`src/common/lc3b_isa_pkg.sv`:
```
package lc3b_isa_pkg;

    // data, address and instruction values.
    typedef logic [15:0] lc3b_word;

    // register file index.
    typedef logic [2:0] lc3b_reg;

    // opcode field, bits 15:12 of the instruction.
    typedef enum logic [3:0] {
        op_br  = 4'b0000,
        op_add = 4'b0001,
        op_and = 4'b0101,
        op_ldr = 4'b0110,
        op_str = 4'b0111,
        op_not = 4'b1001
    } lc3b_opcode;

    // immediate for add and and.
    typedef logic [4:0] lc3b_imm5;

    // word offset for ldr and str.
    typedef logic [5:0] lc3b_offset6;

    // pc-relative word offset for br.
    typedef logic [8:0] lc3b_offset9;

    // condition codes, n in bit 2.
    typedef logic [2:0] lc3b_nzp;

endpackage : lc3b_isa_pkg

```
`src/common/lc3b_ctrl_pkg.sv`:
```
package lc3b_ctrl_pkg;

    // alu operation, alu_add is the idle value.
    typedef enum logic [1:0] {
        alu_add  = 2'b00,
        alu_and  = 2'b01,
        alu_not  = 2'b10,
        alu_pass = 2'b11
    } lc3b_aluop;

    // second alu operand.
    typedef logic [1:0] lc3b_alumux_sel;

    localparam lc3b_alumux_sel alumux_regb    = 2'b00;
    localparam lc3b_alumux_sel alumux_offset6 = 2'b01;
    localparam lc3b_alumux_sel alumux_imm5    = 2'b11;

    // writeback value.
    typedef logic lc3b_regfilemux_sel;

    localparam lc3b_regfilemux_sel regfilemux_alu = 1'b0;
    localparam lc3b_regfilemux_sel regfilemux_mem = 1'b1;

endpackage : lc3b_ctrl_pkg

```
`src/control_rom.sv`:
```
`timescale 1ns/100ps

module control_rom (
    input  lc3b_isa_pkg::lc3b_opcode          opcode,
    input  logic                              imm_enable,
    output logic                              load_regfile,
    output logic                              load_cc,
    output logic                              brmux_sel,
    output logic                              storemux_sel,
    output lc3b_ctrl_pkg::lc3b_regfilemux_sel regfilemux_sel,
    output logic                              mem_read,
    output logic                              mem_write,
    output lc3b_ctrl_pkg::lc3b_aluop          aluop,
    output lc3b_ctrl_pkg::lc3b_alumux_sel     alumux_sel
);

    always_comb begin
        // everything idle unless the opcode asks.
        load_regfile   = 1'b0;
        load_cc        = 1'b0;
        brmux_sel      = 1'b0;
        storemux_sel   = 1'b0;
        regfilemux_sel = lc3b_ctrl_pkg::regfilemux_alu;
        mem_read       = 1'b0;
        mem_write      = 1'b0;
        aluop          = lc3b_ctrl_pkg::alu_add;
        alumux_sel     = lc3b_ctrl_pkg::alumux_regb;

        case (opcode)
            lc3b_isa_pkg::op_add: begin
                aluop        = lc3b_ctrl_pkg::alu_add;
                load_regfile = 1'b1;
                load_cc      = 1'b1;
                // immediate form.
                if (imm_enable) begin
                    alumux_sel = lc3b_ctrl_pkg::alumux_imm5;
                end
            end

            lc3b_isa_pkg::op_and: begin
                aluop        = lc3b_ctrl_pkg::alu_and;
                load_regfile = 1'b1;
                load_cc      = 1'b1;
                if (imm_enable) begin
                    alumux_sel = lc3b_ctrl_pkg::alumux_imm5;
                end
            end

            lc3b_isa_pkg::op_not: begin
                aluop        = lc3b_ctrl_pkg::alu_not;
                load_regfile = 1'b1;
                load_cc      = 1'b1;
            end

            lc3b_isa_pkg::op_ldr: begin
                // base plus offset6 scaled to words.
                aluop          = lc3b_ctrl_pkg::alu_add;
                alumux_sel     = lc3b_ctrl_pkg::alumux_offset6;
                mem_read       = 1'b1;
                // loaded word goes to dr.
                regfilemux_sel = lc3b_ctrl_pkg::regfilemux_mem;
                load_regfile   = 1'b1;
                load_cc        = 1'b1;
            end

            lc3b_isa_pkg::op_str: begin
                aluop        = lc3b_ctrl_pkg::alu_add;
                alumux_sel   = lc3b_ctrl_pkg::alumux_offset6;
                // sr sits in bits 11:9, read on port b.
                storemux_sel = 1'b1;
                mem_write    = 1'b1;
            end

            lc3b_isa_pkg::op_br: begin
                brmux_sel = 1'b1;
            end

            default: begin
                // unknown opcodes keep the idle set.
                load_regfile   = 1'b0;
                load_cc        = 1'b0;
                brmux_sel      = 1'b0;
                storemux_sel   = 1'b0;
                regfilemux_sel = lc3b_ctrl_pkg::regfilemux_alu;
                mem_read       = 1'b0;
                mem_write      = 1'b0;
                aluop          = lc3b_ctrl_pkg::alu_add;
                alumux_sel     = lc3b_ctrl_pkg::alumux_regb;
            end
        endcase
    end

endmodule : control_rom

```
`src/regfile.sv`:
```
`timescale 1ns/100ps

module regfile #(
    parameter int num_regs = 8
) (
    input  logic                     clk,
    input  logic                     reset,
    input  logic                     load,
    input  lc3b_isa_pkg::lc3b_reg    dest,
    input  lc3b_isa_pkg::lc3b_word   in,
    input  lc3b_isa_pkg::lc3b_reg    src_a,
    input  lc3b_isa_pkg::lc3b_reg    src_b,
    output lc3b_isa_pkg::lc3b_word   reg_a,
    output lc3b_isa_pkg::lc3b_word   reg_b
);

    lc3b_isa_pkg::lc3b_word data [num_regs];

    always_ff @(posedge clk) begin
        if (reset) begin
            for (int i = 0; i < num_regs; i++) begin
                data[i] <= '0;
            end
        end else if (load) begin
            data[dest] <= in;
        end
    end

    // same-cycle write shows through to the decode read.
    assign reg_a = (load && (dest == src_a)) ? in : data[src_a];
    assign reg_b = (load && (dest == src_b)) ? in : data[src_b];

endmodule : regfile

```
`src/alu.sv`:
```
`timescale 1ns/100ps

module alu (
    input  lc3b_ctrl_pkg::lc3b_aluop aluop,
    input  lc3b_isa_pkg::lc3b_word   a,
    input  lc3b_isa_pkg::lc3b_word   b,
    output lc3b_isa_pkg::lc3b_word   f
);

    always_comb begin
        case (aluop)
            lc3b_ctrl_pkg::alu_add:  f = a + b;
            lc3b_ctrl_pkg::alu_and:  f = a & b;
            lc3b_ctrl_pkg::alu_not:  f = ~a;
            lc3b_ctrl_pkg::alu_pass: f = b;
            default:                 f = a + b;
        endcase
    end

endmodule : alu

```
`src/lc3b_datapath.sv`:
```
`timescale 1ns/100ps

module lc3b_datapath #(
    parameter lc3b_isa_pkg::lc3b_word reset_pc = 16'h0000,
    parameter int                     num_regs = 8
) (
    input  logic                              clk,
    input  logic                              reset,
    input  lc3b_isa_pkg::lc3b_word            imem_rdata,
    input  lc3b_isa_pkg::lc3b_word            dmem_rdata,
    input  logic                              load_regfile,
    input  logic                              load_cc,
    input  logic                              brmux_sel,
    input  logic                              storemux_sel,
    input  lc3b_ctrl_pkg::lc3b_regfilemux_sel regfilemux_sel,
    input  logic                              mem_read,
    input  logic                              mem_write,
    input  lc3b_ctrl_pkg::lc3b_aluop          aluop,
    input  lc3b_ctrl_pkg::lc3b_alumux_sel     alumux_sel,
    output lc3b_isa_pkg::lc3b_opcode          opcode,
    output logic                              imm_enable,
    output lc3b_isa_pkg::lc3b_word            imem_address,
    output lc3b_isa_pkg::lc3b_word            dmem_address,
    output lc3b_isa_pkg::lc3b_word            dmem_wdata,
    output logic                              dmem_read,
    output logic                              dmem_write
);

    lc3b_isa_pkg::lc3b_word pc;
    lc3b_isa_pkg::lc3b_word pc_plus2;
    lc3b_isa_pkg::lc3b_word br_target;
    logic                   br_taken;

    // fetch/decode.
    lc3b_isa_pkg::lc3b_word if_id_pc;
    lc3b_isa_pkg::lc3b_word if_id_ir;

    // decode/execute.
    lc3b_isa_pkg::lc3b_word            id_ex_pc;
    lc3b_isa_pkg::lc3b_word            id_ex_ir;
    lc3b_isa_pkg::lc3b_word            id_ex_reg_a;
    lc3b_isa_pkg::lc3b_word            id_ex_reg_b;
    logic                              id_ex_load_regfile;
    logic                              id_ex_load_cc;
    logic                              id_ex_brmux_sel;
    lc3b_ctrl_pkg::lc3b_regfilemux_sel id_ex_regfilemux_sel;
    logic                              id_ex_mem_read;
    logic                              id_ex_mem_write;
    lc3b_ctrl_pkg::lc3b_aluop          id_ex_aluop;
    lc3b_ctrl_pkg::lc3b_alumux_sel     id_ex_alumux_sel;

    // execute/memory.
    lc3b_isa_pkg::lc3b_word            ex_mem_alu;
    lc3b_isa_pkg::lc3b_word            ex_mem_wdata;
    lc3b_isa_pkg::lc3b_reg             ex_mem_dest;
    logic                              ex_mem_load_regfile;
    logic                              ex_mem_load_cc;
    lc3b_ctrl_pkg::lc3b_regfilemux_sel ex_mem_regfilemux_sel;
    logic                              ex_mem_mem_read;
    logic                              ex_mem_mem_write;

    // memory/writeback.
    lc3b_isa_pkg::lc3b_word            mem_wb_alu;
    lc3b_isa_pkg::lc3b_word            mem_wb_rdata;
    lc3b_isa_pkg::lc3b_reg             mem_wb_dest;
    logic                              mem_wb_load_regfile;
    logic                              mem_wb_load_cc;
    lc3b_ctrl_pkg::lc3b_regfilemux_sel mem_wb_regfilemux_sel;

    lc3b_isa_pkg::lc3b_reg     src_b;
    lc3b_isa_pkg::lc3b_word    reg_a;
    lc3b_isa_pkg::lc3b_word    reg_b;
    lc3b_isa_pkg::lc3b_imm5    imm5;
    lc3b_isa_pkg::lc3b_offset6 offset6;
    lc3b_isa_pkg::lc3b_offset9 offset9;
    lc3b_isa_pkg::lc3b_word    alu_b;
    lc3b_isa_pkg::lc3b_word    alu_f;
    lc3b_isa_pkg::lc3b_word    wb_value;
    lc3b_isa_pkg::lc3b_nzp     cc;
    lc3b_isa_pkg::lc3b_nzp     new_cc;

    // fetch.
    assign imem_address = pc;
    assign pc_plus2     = pc + 16'd2;

    always_ff @(posedge clk) begin
        if (reset) begin
            pc <= reset_pc;
        end else if (br_taken) begin
            pc <= br_target;
        end else begin
            pc <= pc_plus2;
        end
    end

    // a zero ir is br with no condition bits, the no-op.
    always_ff @(posedge clk) begin
        if (reset || br_taken) begin
            if_id_ir <= '0;
        end else begin
            if_id_ir <= imem_rdata;
        end
        if_id_pc <= pc;
    end

    // decode.
    assign opcode     = lc3b_isa_pkg::lc3b_opcode'(if_id_ir[15:12]);
    assign imm_enable = if_id_ir[5];
    // str reads its source through port b.
    assign src_b      = storemux_sel ? if_id_ir[11:9] : if_id_ir[2:0];

    regfile #(
        .num_regs(num_regs)
    ) u_regfile (
        .clk  (clk),
        .reset(reset),
        .load (mem_wb_load_regfile),
        .dest (mem_wb_dest),
        .in   (wb_value),
        .src_a(if_id_ir[8:6]),
        .src_b(src_b),
        .reg_a(reg_a),
        .reg_b(reg_b)
    );

    always_ff @(posedge clk) begin
        if (reset || br_taken) begin
            id_ex_ir             <= '0;
            id_ex_load_regfile   <= 1'b0;
            id_ex_load_cc        <= 1'b0;
            id_ex_brmux_sel      <= 1'b0;
            id_ex_regfilemux_sel <= lc3b_ctrl_pkg::regfilemux_alu;
            id_ex_mem_read       <= 1'b0;
            id_ex_mem_write      <= 1'b0;
            id_ex_aluop          <= lc3b_ctrl_pkg::alu_add;
            id_ex_alumux_sel     <= lc3b_ctrl_pkg::alumux_regb;
        end else begin
            id_ex_ir             <= if_id_ir;
            id_ex_load_regfile   <= load_regfile;
            id_ex_load_cc        <= load_cc;
            id_ex_brmux_sel      <= brmux_sel;
            id_ex_regfilemux_sel <= regfilemux_sel;
            id_ex_mem_read       <= mem_read;
            id_ex_mem_write      <= mem_write;
            id_ex_aluop          <= aluop;
            id_ex_alumux_sel     <= alumux_sel;
        end
        id_ex_pc    <= if_id_pc;
        id_ex_reg_a <= reg_a;
        id_ex_reg_b <= reg_b;
    end

    // execute.
    assign imm5    = id_ex_ir[4:0];
    assign offset6 = id_ex_ir[5:0];
    assign offset9 = id_ex_ir[8:0];

    always_comb begin
        case (id_ex_alumux_sel)
            lc3b_ctrl_pkg::alumux_offset6: alu_b = {{9{offset6[5]}}, offset6, 1'b0};
            lc3b_ctrl_pkg::alumux_imm5:    alu_b = {{11{imm5[4]}}, imm5};
            default:                       alu_b = id_ex_reg_b;
        endcase
    end

    alu u_alu (
        .aluop(id_ex_aluop),
        .a    (id_ex_reg_a),
        .b    (alu_b),
        .f    (alu_f)
    );

    // taken when any nzp bit of the br matches.
    assign br_taken  = id_ex_brmux_sel && ((id_ex_ir[11:9] & cc) != 3'b000);
    assign br_target = id_ex_pc + 16'd2 + {{6{offset9[8]}}, offset9, 1'b0};

    always_ff @(posedge clk) begin
        if (reset) begin
            ex_mem_load_regfile   <= 1'b0;
            ex_mem_load_cc        <= 1'b0;
            ex_mem_regfilemux_sel <= lc3b_ctrl_pkg::regfilemux_alu;
            ex_mem_mem_read       <= 1'b0;
            ex_mem_mem_write      <= 1'b0;
        end else begin
            ex_mem_load_regfile   <= id_ex_load_regfile;
            ex_mem_load_cc        <= id_ex_load_cc;
            ex_mem_regfilemux_sel <= id_ex_regfilemux_sel;
            ex_mem_mem_read       <= id_ex_mem_read;
            ex_mem_mem_write      <= id_ex_mem_write;
        end
        ex_mem_alu   <= alu_f;
        ex_mem_wdata <= id_ex_reg_b;
        ex_mem_dest  <= id_ex_ir[11:9];
    end

    // memory.
    assign dmem_address = ex_mem_alu;
    assign dmem_wdata   = ex_mem_wdata;
    assign dmem_read    = ex_mem_mem_read;
    assign dmem_write   = ex_mem_mem_write;

    always_ff @(posedge clk) begin
        if (reset) begin
            mem_wb_load_regfile   <= 1'b0;
            mem_wb_load_cc        <= 1'b0;
            mem_wb_regfilemux_sel <= lc3b_ctrl_pkg::regfilemux_alu;
        end else begin
            mem_wb_load_regfile   <= ex_mem_load_regfile;
            mem_wb_load_cc        <= ex_mem_load_cc;
            mem_wb_regfilemux_sel <= ex_mem_regfilemux_sel;
        end
        mem_wb_alu   <= ex_mem_alu;
        mem_wb_rdata <= dmem_rdata;
        mem_wb_dest  <= ex_mem_dest;
    end

    // writeback.
    assign wb_value = (mem_wb_regfilemux_sel == lc3b_ctrl_pkg::regfilemux_mem) ?
                      mem_wb_rdata : mem_wb_alu;

    always_comb begin
        if (wb_value[15]) begin
            new_cc = 3'b100;
        end else if (wb_value == 16'h0000) begin
            new_cc = 3'b010;
        end else begin
            new_cc = 3'b001;
        end
    end

    // z after reset.
    always_ff @(posedge clk) begin
        if (reset) begin
            cc <= 3'b010;
        end else if (mem_wb_load_cc) begin
            cc <= new_cc;
        end
    end

endmodule : lc3b_datapath

```
`src/lc3b_cpu.sv`:
```
`timescale 1ns/100ps

module lc3b_cpu #(
    parameter lc3b_isa_pkg::lc3b_word reset_pc = 16'h0000,
    parameter int                     num_regs = 8
) (
    input  logic                   clk,
    input  logic                   reset,
    input  lc3b_isa_pkg::lc3b_word imem_rdata,
    input  lc3b_isa_pkg::lc3b_word dmem_rdata,
    output lc3b_isa_pkg::lc3b_word imem_address,
    output lc3b_isa_pkg::lc3b_word dmem_address,
    output lc3b_isa_pkg::lc3b_word dmem_wdata,
    output logic                   dmem_read,
    output logic                   dmem_write
);

    lc3b_isa_pkg::lc3b_opcode          opcode;
    logic                              imm_enable;
    logic                              load_regfile;
    logic                              load_cc;
    logic                              brmux_sel;
    logic                              storemux_sel;
    lc3b_ctrl_pkg::lc3b_regfilemux_sel regfilemux_sel;
    logic                              mem_read;
    logic                              mem_write;
    lc3b_ctrl_pkg::lc3b_aluop          aluop;
    lc3b_ctrl_pkg::lc3b_alumux_sel     alumux_sel;

    // decode-stage control.
    control_rom u_control_rom (
        .opcode        (opcode),
        .imm_enable    (imm_enable),
        .load_regfile  (load_regfile),
        .load_cc       (load_cc),
        .brmux_sel     (brmux_sel),
        .storemux_sel  (storemux_sel),
        .regfilemux_sel(regfilemux_sel),
        .mem_read      (mem_read),
        .mem_write     (mem_write),
        .aluop         (aluop),
        .alumux_sel    (alumux_sel)
    );

    lc3b_datapath #(
        .reset_pc(reset_pc),
        .num_regs(num_regs)
    ) u_datapath (
        .clk           (clk),
        .reset         (reset),
        .imem_rdata    (imem_rdata),
        .dmem_rdata    (dmem_rdata),
        .load_regfile  (load_regfile),
        .load_cc       (load_cc),
        .brmux_sel     (brmux_sel),
        .storemux_sel  (storemux_sel),
        .regfilemux_sel(regfilemux_sel),
        .mem_read      (mem_read),
        .mem_write     (mem_write),
        .aluop         (aluop),
        .alumux_sel    (alumux_sel),
        .opcode        (opcode),
        .imm_enable    (imm_enable),
        .imem_address  (imem_address),
        .dmem_address  (dmem_address),
        .dmem_wdata    (dmem_wdata),
        .dmem_read     (dmem_read),
        .dmem_write    (dmem_write)
    );

endmodule : lc3b_cpu

```
`config.mk`:
```
export PLATFORM = sky130hd
export DESIGN_NAME = lc3b_cpu
export DESIGN_NICKNAME = d
export VERILOG_FILES = /design/src/common/lc3b_isa_pkg.sv /design/src/common/lc3b_ctrl_pkg.sv /design/src/control_rom.sv /design/src/regfile.sv /design/src/alu.sv /design/src/lc3b_datapath.sv /design/src/lc3b_cpu.sv
export SDC_FILE = /design/constraint.sdc
export NUM_CORES = 1
export LEC_CHECK = 0
export CORE_MARGIN = 2
export CORE_UTILIZATION = 50
export CTS_CLUSTER_SIZE = 30
export DETAILED_ROUTE_END_ITERATION = 16
export DONT_BUFFER_PORTS = 1
export SLEW_MARGIN = 20
export SYNTH_ARGS = -nofsm -noshare
export SYNTH_HDL_FRONTEND = slang
export SYNTH_SLANG_ARGS = --single-unit
```
`constraint.sdc`:
```
create_clock -name clk -period 6.6 [get_ports clk]
set_input_delay 0.33 -clock clk [delete_from_list [all_inputs] [get_ports clk]]
set_output_delay 0.33 -clock clk [all_outputs]
set_load 0.005 [all_outputs]
```
==> flow_summary_export.csv, run 1 <==
group,metric,value,unit
power_and_ir_drop,p_per_area,308,nW/um2
critical_path,critPathCaptureType,"register",
detailed_routing,dr.pass1.iters,6,
critical_path,endpoint,"u_datapath.dmem_address[14]$_DFF_P_",
timing,relSlewSlack,24.6,%
grt,grt_util_all_layers,25.0,%
logic_synthesis,synth_xor_area_share,2.54,%
place,finalWeightedCongestion,0.887,
layout,design_area,16600,um2
logic_synthesis,synth_ff_type,"dfxtp_1",
critical_path,critical_path.startpoint_type,"register",
critical_path,critical-path-slowest-cell,"dfxtp_1",
logic_synthesis,syn-cell-area,14800,um2
logic_synthesis,ys_seq_area_share,52.2,%
clock_tree,holdBufCountCts,33,
grt,grt_pass1_vias,10000,
critical_path,cp_top_family,"flip-flops",
layout,final_cell_mix,"dfxtp_1 (190), nor2_1 (163), edfxtp_1 (128)",
detailed_routing,routed_wl,38500,um
flow_run,drv_cap,0,
timing,final-hold-violation-count,0,
die,dieArea,31000,um2
die,start_util,51.1,%
logic_synthesis,synth_simple_gate_area_share,14.3,%
power_and_ir_drop,leakage,6.35,nW
critical_path,path_class,"reg2reg",
layout,drive_gt1_share,14.7,%
layout,seqCellArea,7730,um2
clock_tree,cts_tree,"done",
logic_synthesis,synth_edf_count,128,
critical_path,startpoint,"u_datapath.id_ex_alumux_sel[0]$_SDFF_PP0_",
layout,syn2layout_area_growth,12.1,%
logic_synthesis,synthMuxAreaShare,12.9,%
worst_hold_path,worstHoldPathType,"in2reg",
critical_path,cp.depth,9,
layout,layout_commonest_cell,"dfxtp_1",
critical_path,r2r_slack,3.28,ns
grt,gr-total-overflow,0,
logic_synthesis,yosysTopAreaCellShare,26.2,%
critical_path,path_buf_inv,0,
clock_tree,insertion_delay,0.52,ns
place,io_buffers,0,
critical_path,crit_path_max_incr_delay,0.85,ns
clock_tree,clkTransAtPathRegs,0.06,ns
critical_path,path_common_cell,"nand2_1",
logic_synthesis,yosysTopAreaCell,"dfxtp_1",
logic_synthesis,synth_top_family_by_area,"simple AND/OR/NAND/NOR gates",
clock_tree,clockBufferDepth,3,
power_and_ir_drop,peakVddDrop,0.215,mV
layout,nFillCells,2435,
timing,finalMaxSlewViolations,0,
detailed_routing,wl_per_cell,22.3,um
critical_path,crit_fanout,23,
timing,worst_pin_slew,1.10,ns
clock_tree,post_cts_resized,0,
clock_tree,cts_setup_buffers,0,
logic_synthesis,syn_nets,1386,
layout,diodes,0,
detailed_routing,met1_length,17400,um
logic_synthesis,synthTopCellsByArea,"dfxtp_1 (26%), edfxtp_1 (26%), mux4_2 (6.2%)",
detailed_routing,route.vias.total,10100,
critical_path,reg2reg_from,"u_datapath.id_ex_alumux_sel[0]$_SDFF_PP0_",
die,row_count,62,
timing,fin_setup_tns,0,ns
grt,grt_max_degree,68,
logic_synthesis,synth_cell_types,67,
die,die_w,176,um
clock_tree,h-tree-depth,2,
place,dp_hpwl,24700,um
detailed_routing,drc,0,
die,io_pins,84,
logic_synthesis,ys_seq_elements,322,
layout,fin_nets,1397,
critical_path,cp_cell_sequence,"nand2_1 > o21a_1 > ha_1 > a211oi_1 > o21bai_1 > a21oi_1 > nand2_1 > xor2_1 > mux4_2",
detailed_routing,dr.max_layer_used,"met4",
critical_path,required,6.99,ns
clock_tree,cts_inserted_buffers,36,
logic_synthesis,netlist_instances,1305,
timing,setup_viol_count_final,0,
logic_synthesis,synth_fa_ha_area_share,4.08,%
detailed_routing,avgViaCountPerCell,5.86,
detailed_routing,dr.first_iter.drc_count,1026,
grt,grt_pass1_wl,58600,um
timing,period_share,50.4,%
logic_synthesis,avgSynthCellArea,11.3,um2
layout,multi_input_area,6640,um2
die,core,28900,um2
grt,grt_antenna_before_repair,0,
logic_synthesis,ys_async_sr_fraction,0,%
timing,max_freq,0.301,GHz
die,chipHeight,176,um
detailed_routing,met3WireLength,2640,um
timing,min_period,3.32,ns
clock_tree,clkSinkCount,322,
critical_path,critPathArrivalTime,3.72,ns
place,place_area,15100,um2
timing,rsz0062_at_grt,"no",
status,outcome,"complete, no violations",
timing,clock_skew,0.0125,ns
logic_synthesis,synth_compound_area_share,10.8,%
critical_path,worstReg2RegEnd,"u_datapath.dmem_address[14]$_DFF_P_",
clock_tree,cts_root_buf,"clkbuf_16",
detailed_routing,routed-wl-met2,17500,um
logic_synthesis,yosysWarnings,0,
detailed_routing,antenna_left,0,
critical_path,reg2reg_depth,9,
-- Yosys cell counts, types with 17 or more instances --
cell        n
a211oi_1   46
ha_1       45
nor2_1    165
nor2b_1    44
dfxtp_1   194
buf_2      19
a21oi_1    32
o21ai_1    23
mux2i_1    74
xor2_1     19
xnor2_1    22
o22ai_1    34
o21ai_2    17
mux2_2     18
clkbuf_1   54
mux4_2     41
a32oi_1    17
nand3_1    17
edfxtp_1  128
and2_1     31
inv_1      21
nand2_1    88
-- report_power, final --
| part | internal, mW | switching, mW |
|---|---|---|
| Clock | 1.11 | 0.795 |
| Combinational | 0.314 | 0.497 |
| Sequential | 2.26 | 0.135 |
-- final cells by class --
class / instances / share of cell area [%]
Sequential cell: 322 / 46.6
Clock inverter: 14 / 0.558
Inverter: 21 / 0.475
Tap cell: 384 / 2.90
Multi-Input combinational cell: 876 / 40.0
Timing Repair Buffer: 59 / 3.17
Clock buffer: 51 / 6.27
-- layer usage --
layer	vias to the layer above	track usage, %
met4	0	6.82
met1	4907	34.6
met3	73	4.61
met5	-	0
li1	4798	-
met2	335	40.4
-- through the flow --
step	std cells	setup WS, ns	hold WS, ns	power, mW	utilization [%]
final	1727	3.28	0.0266	5.11	57.3
after CTS	1727	3.27	0.00789	5.14	57.3
after floorplan	1305	3.96	0.310	2.93	-
after global placement	1629	3.32	0.310	3.21	52.2
after detailed placement	1629	3.29	0.312	3.22	52.2
after global routing	1727	3.05	0.0417	5.31	57.3
-- worst min path at each step --
| stage | start | end | depth (start not counted) |
|---|---|---|---|
| after floorplan | u_datapath.if_id_pc[0]$_DFF_P_ | u_datapath.id_ex_pc[0]$_DFF_P_ | 0 |
| after global placement | u_datapath.if_id_pc[13]$_DFF_P_ | u_datapath.id_ex_pc[13]$_DFF_P_ | 0 |
| after detailed placement | u_datapath.if_id_pc[13]$_DFF_P_ | u_datapath.id_ex_pc[13]$_DFF_P_ | 0 |
| after CTS | reset | u_datapath.imem_address[12]$_SDFF_PP0_ | 2 |
| after global routing | reset | u_datapath.imem_address[12]$_SDFF_PP0_ | 2 |
| final | reset | u_datapath.imem_address[12]$_SDFF_PP0_ | 2 |
-- worst reg2reg max path, stage by stage, from the launching register on --
cell      delay (ns)
dfxtp_1         0.85
nand2_1         0.48
o21a_1          0.26
ha_1            0.35
a211oi_1        0.28
o21bai_1        0.14
a21oi_1         0.16
nand2_1         0.08
xor2_1          0.14
mux4_2          0.45
-- cell families after synthesis --
family                     Yosys count
muxes                              136
xor gates and xnor gates            42
DFF                                322
adders and majority gates           47
and+or+nand+nor                    418
buffers and inverters              107
AOI/OAI and AO/OA                  233
-- flip-flops by register name (all words and copies together), names as in the netlist, 2 cells and up --
signal and cells:
u_datapath.if_id_ir 16, u_datapath.id_ex_alumux_sel 2, u_datapath.cc 3, u_datapath.ex_mem_dest 3, u_datapath.mem_wb_alu 16, u_datapath.mem_wb_rdata 16
u_datapath.u_regfile.data 128, u_datapath.id_ex_aluop 2, u_datapath.if_id_pc 16, u_datapath.dmem_wdata 16, u_datapath.id_ex_pc 16, u_datapath.imem_address 16
u_datapath.mem_wb_dest 3, u_datapath.id_ex_reg_b 16, u_datapath.id_ex_reg_a 16, u_datapath.dmem_address 16, u_datapath.id_ex_ir 12
No activity file was read; power rests on OpenSTA's default activity.
==> run 2: changes to the inputs <==
Clock period 6.6 ns to 3.31 ns, I/O delays scaled along.
==> run 2 against run 1 <==
  * Setup slack worse by 3.0 ns
  * Flip-flop and latch count is the same
  * Clock skew decreased by 0.0037 ns
  * Clock-buffer cell count is 2 higher
  * Combinational power rose by 110%
  * Die area unchanged
  * Via count is 1.0% higher
  * Clock power is 110% higher
  * Design area rose by 1.3%
  * Sequential power up 99%
  * Maximum frequency rose by 10%
  * Sequential share of layout area down 0.61 points
  * Critical path type unchanged
==> flow_summary_export.csv, run 2 (synthesis results as in run 1) <==
group,metric,value,unit
clock_tree,h-tree-depth,2,
detailed_routing,antenna_left,0,
detailed_routing,dr.pass1.iters,5,
die,start_util,51.1,%
grt,grt_max_degree,66,
critical_path,critical_path.startpoint_type,"register",
timing,fin_setup_tns,0,ns
die,io_pins,84,
clock_tree,insertion_delay,0.51,ns
grt,grt_util_all_layers,24.6,%
timing,clock_skew,0.00881,ns
detailed_routing,dr.first_iter.drc_count,982,
power_and_ir_drop,leakage,6.49,nW
timing,min_period,3.02,ns
place,dp_hpwl,25700,um
detailed_routing,drc,0,
timing,final-hold-violation-count,0,
die,row_count,62,
status,outcome,"complete, no violations",
layout,drive_gt1_share,15.3,%
die,chipHeight,176,um
place,finalWeightedCongestion,0.868,
detailed_routing,route.vias.total,10200,
critical_path,critPathCaptureType,"register",
grt,gr-total-overflow,0,
grt,grt_pass1_wl,58700,um
layout,final_cell_mix,"dfxtp_1 (189), nor2_1 (164), edfxtp_1 (128)",
grt,grt_antenna_before_repair,0,
place,dp_slack,0.328,ns
timing,period_share,91.3,%
critical_path,path_class,"reg2reg",
clock_tree,post_cts_resized,0,
critical_path,critPathArrivalTime,3.46,ns
timing,rsz0062_at_grt,"no",
clock_tree,clockBufferDepth,3,
critical_path,required,3.75,ns
detailed_routing,wl_per_cell,21.6,um
critical_path,crit_fanout,11,
worst_hold_path,worstHoldPathType,"in2reg",
layout,syn2layout_area_growth,13.6,%
clock_tree,clkTransAtPathRegs,0.06,ns
die,core,28900,um2
die,dieArea,31000,um2
layout,diodes,0,
layout,layout_commonest_cell,"dfxtp_1",
critical_path,r2r_slack,0.29,ns
layout,largest_reg_flops,128,
timing,finalWorstSetupSlack,0.288,ns
timing,worst_pin_slew,0.989,ns
grt,grt_pass1_vias,10200,
clock_tree,cts_root_buf,"clkbuf_16",
layout,top_register,"u_datapath.u_regfile.data",
clock_tree,cts_tree,"done",
die,die_w,176,um
detailed_routing,routed_wl,37800,um
clock_tree,clkSinkCount,322,
timing,finalMaxSlewViolations,0,
timing,max_freq,0.331,GHz
timing,relSlewSlack,34.0,%
clock_tree,cts_inserted_buffers,36,
power_and_ir_drop,p_per_area,625,nW/um2
layout,fin_nets,1418,
place,io_buffers,0,
timing,setup_viol_count_final,0,
flow_run,drv_cap,0,
power_and_ir_drop,peakVddDrop,0.367,mV
detailed_routing,avgViaCountPerCell,5.84,
run 2: cell types whose count changed in the layout (fill, tap and decap cells not counted), moves of 3 or more:
cell       previous run  this run
buf_4                26        46
nand2b_1             10        14
nand2b_2              4         0
bufinv_16             0         3
run 2: what timing repair did:
action / in CTS / in global routing
setup buffers: 0 / 0
hold buffers: 33 / 0
endpoints found under the hold margin: 66 / 0
run 2: per-layer routing:
layer | vias up | wire (um) | track usage, % | share of wire [%]
met1 | 4929 | 17100 | 34.9 | 45
met5 | - | 0 | 0 | 0
met3 | 76 | 2730 | 4.22 | 7.2
met4 | 0 | 940 | 7.54 | 2.5
met2 | 376 | 16900 | 38.8 | 45
li1 | 4834 | - | - | -
run 2: worst max-delay path, cell delays in order (launching register included):
cell	delay, ns
dfxtp_1	0.49
mux2i_1	0.23
nand2_1	0.31
o21a_1	0.24
ha_1	0.40
nand2_1	0.13
or3_1	0.35
nand3b_1	0.17
a21boi_1	0.17
mux2_1	0.33
a21oi_1	0.13
run 2: worst paths after layout:
check / start / end / cells after the start
worst max-delay path: u_datapath.id_ex_alumux_sel[1]$_SDFF_PP0_ / u_datapath.dmem_address[13]$_DFF_P_ / 10
worst min register to register: u_datapath.ex_mem_dest[1]$_DFF_P_ / u_datapath.mem_wb_dest[1]$_DFF_P_ / 0
worst max register to register: u_datapath.id_ex_alumux_sel[1]$_SDFF_PP0_ / u_datapath.dmem_address[13]$_DFF_P_ / 10
worst min-delay path: reset / u_datapath.id_ex_load_regfile$_SDFF_PP0_ / 2
run 2: cell type report:
type                       count  area, um2
fill                        2426      12100
sequential                   322       7730
tap                          384        480
clock inverter                12        141
clock buffer                  53       1070
timing repair buffer          80        691
multi-input combinational    876       6620
inverter                      21       78.8
run 2: power breakdown:
part           switching [mW]  leakage, nW  internal (mW)  total (mW)
clock network            1.55        0.597           2.47        4.03
logic                    1.05         2.96          0.661        1.71
registers               0.264         2.93           4.50        4.76
run 2: stage by stage:
stage                     hold WS (ns)  cells  power, mW  util [%]  instance area [um2]
after floorplan                  0.193   1305       5.83         -                14800
after global placement           0.193   1650       6.48      52.8                15300
after detailed placement         0.193   1650       6.50      52.8                15300
after CTS                       0.0500   1748       10.6      58.1                16800
after global routing            0.0708   1748       10.9      58.1                16800
final                           0.0625   1748       10.5      58.1                16800
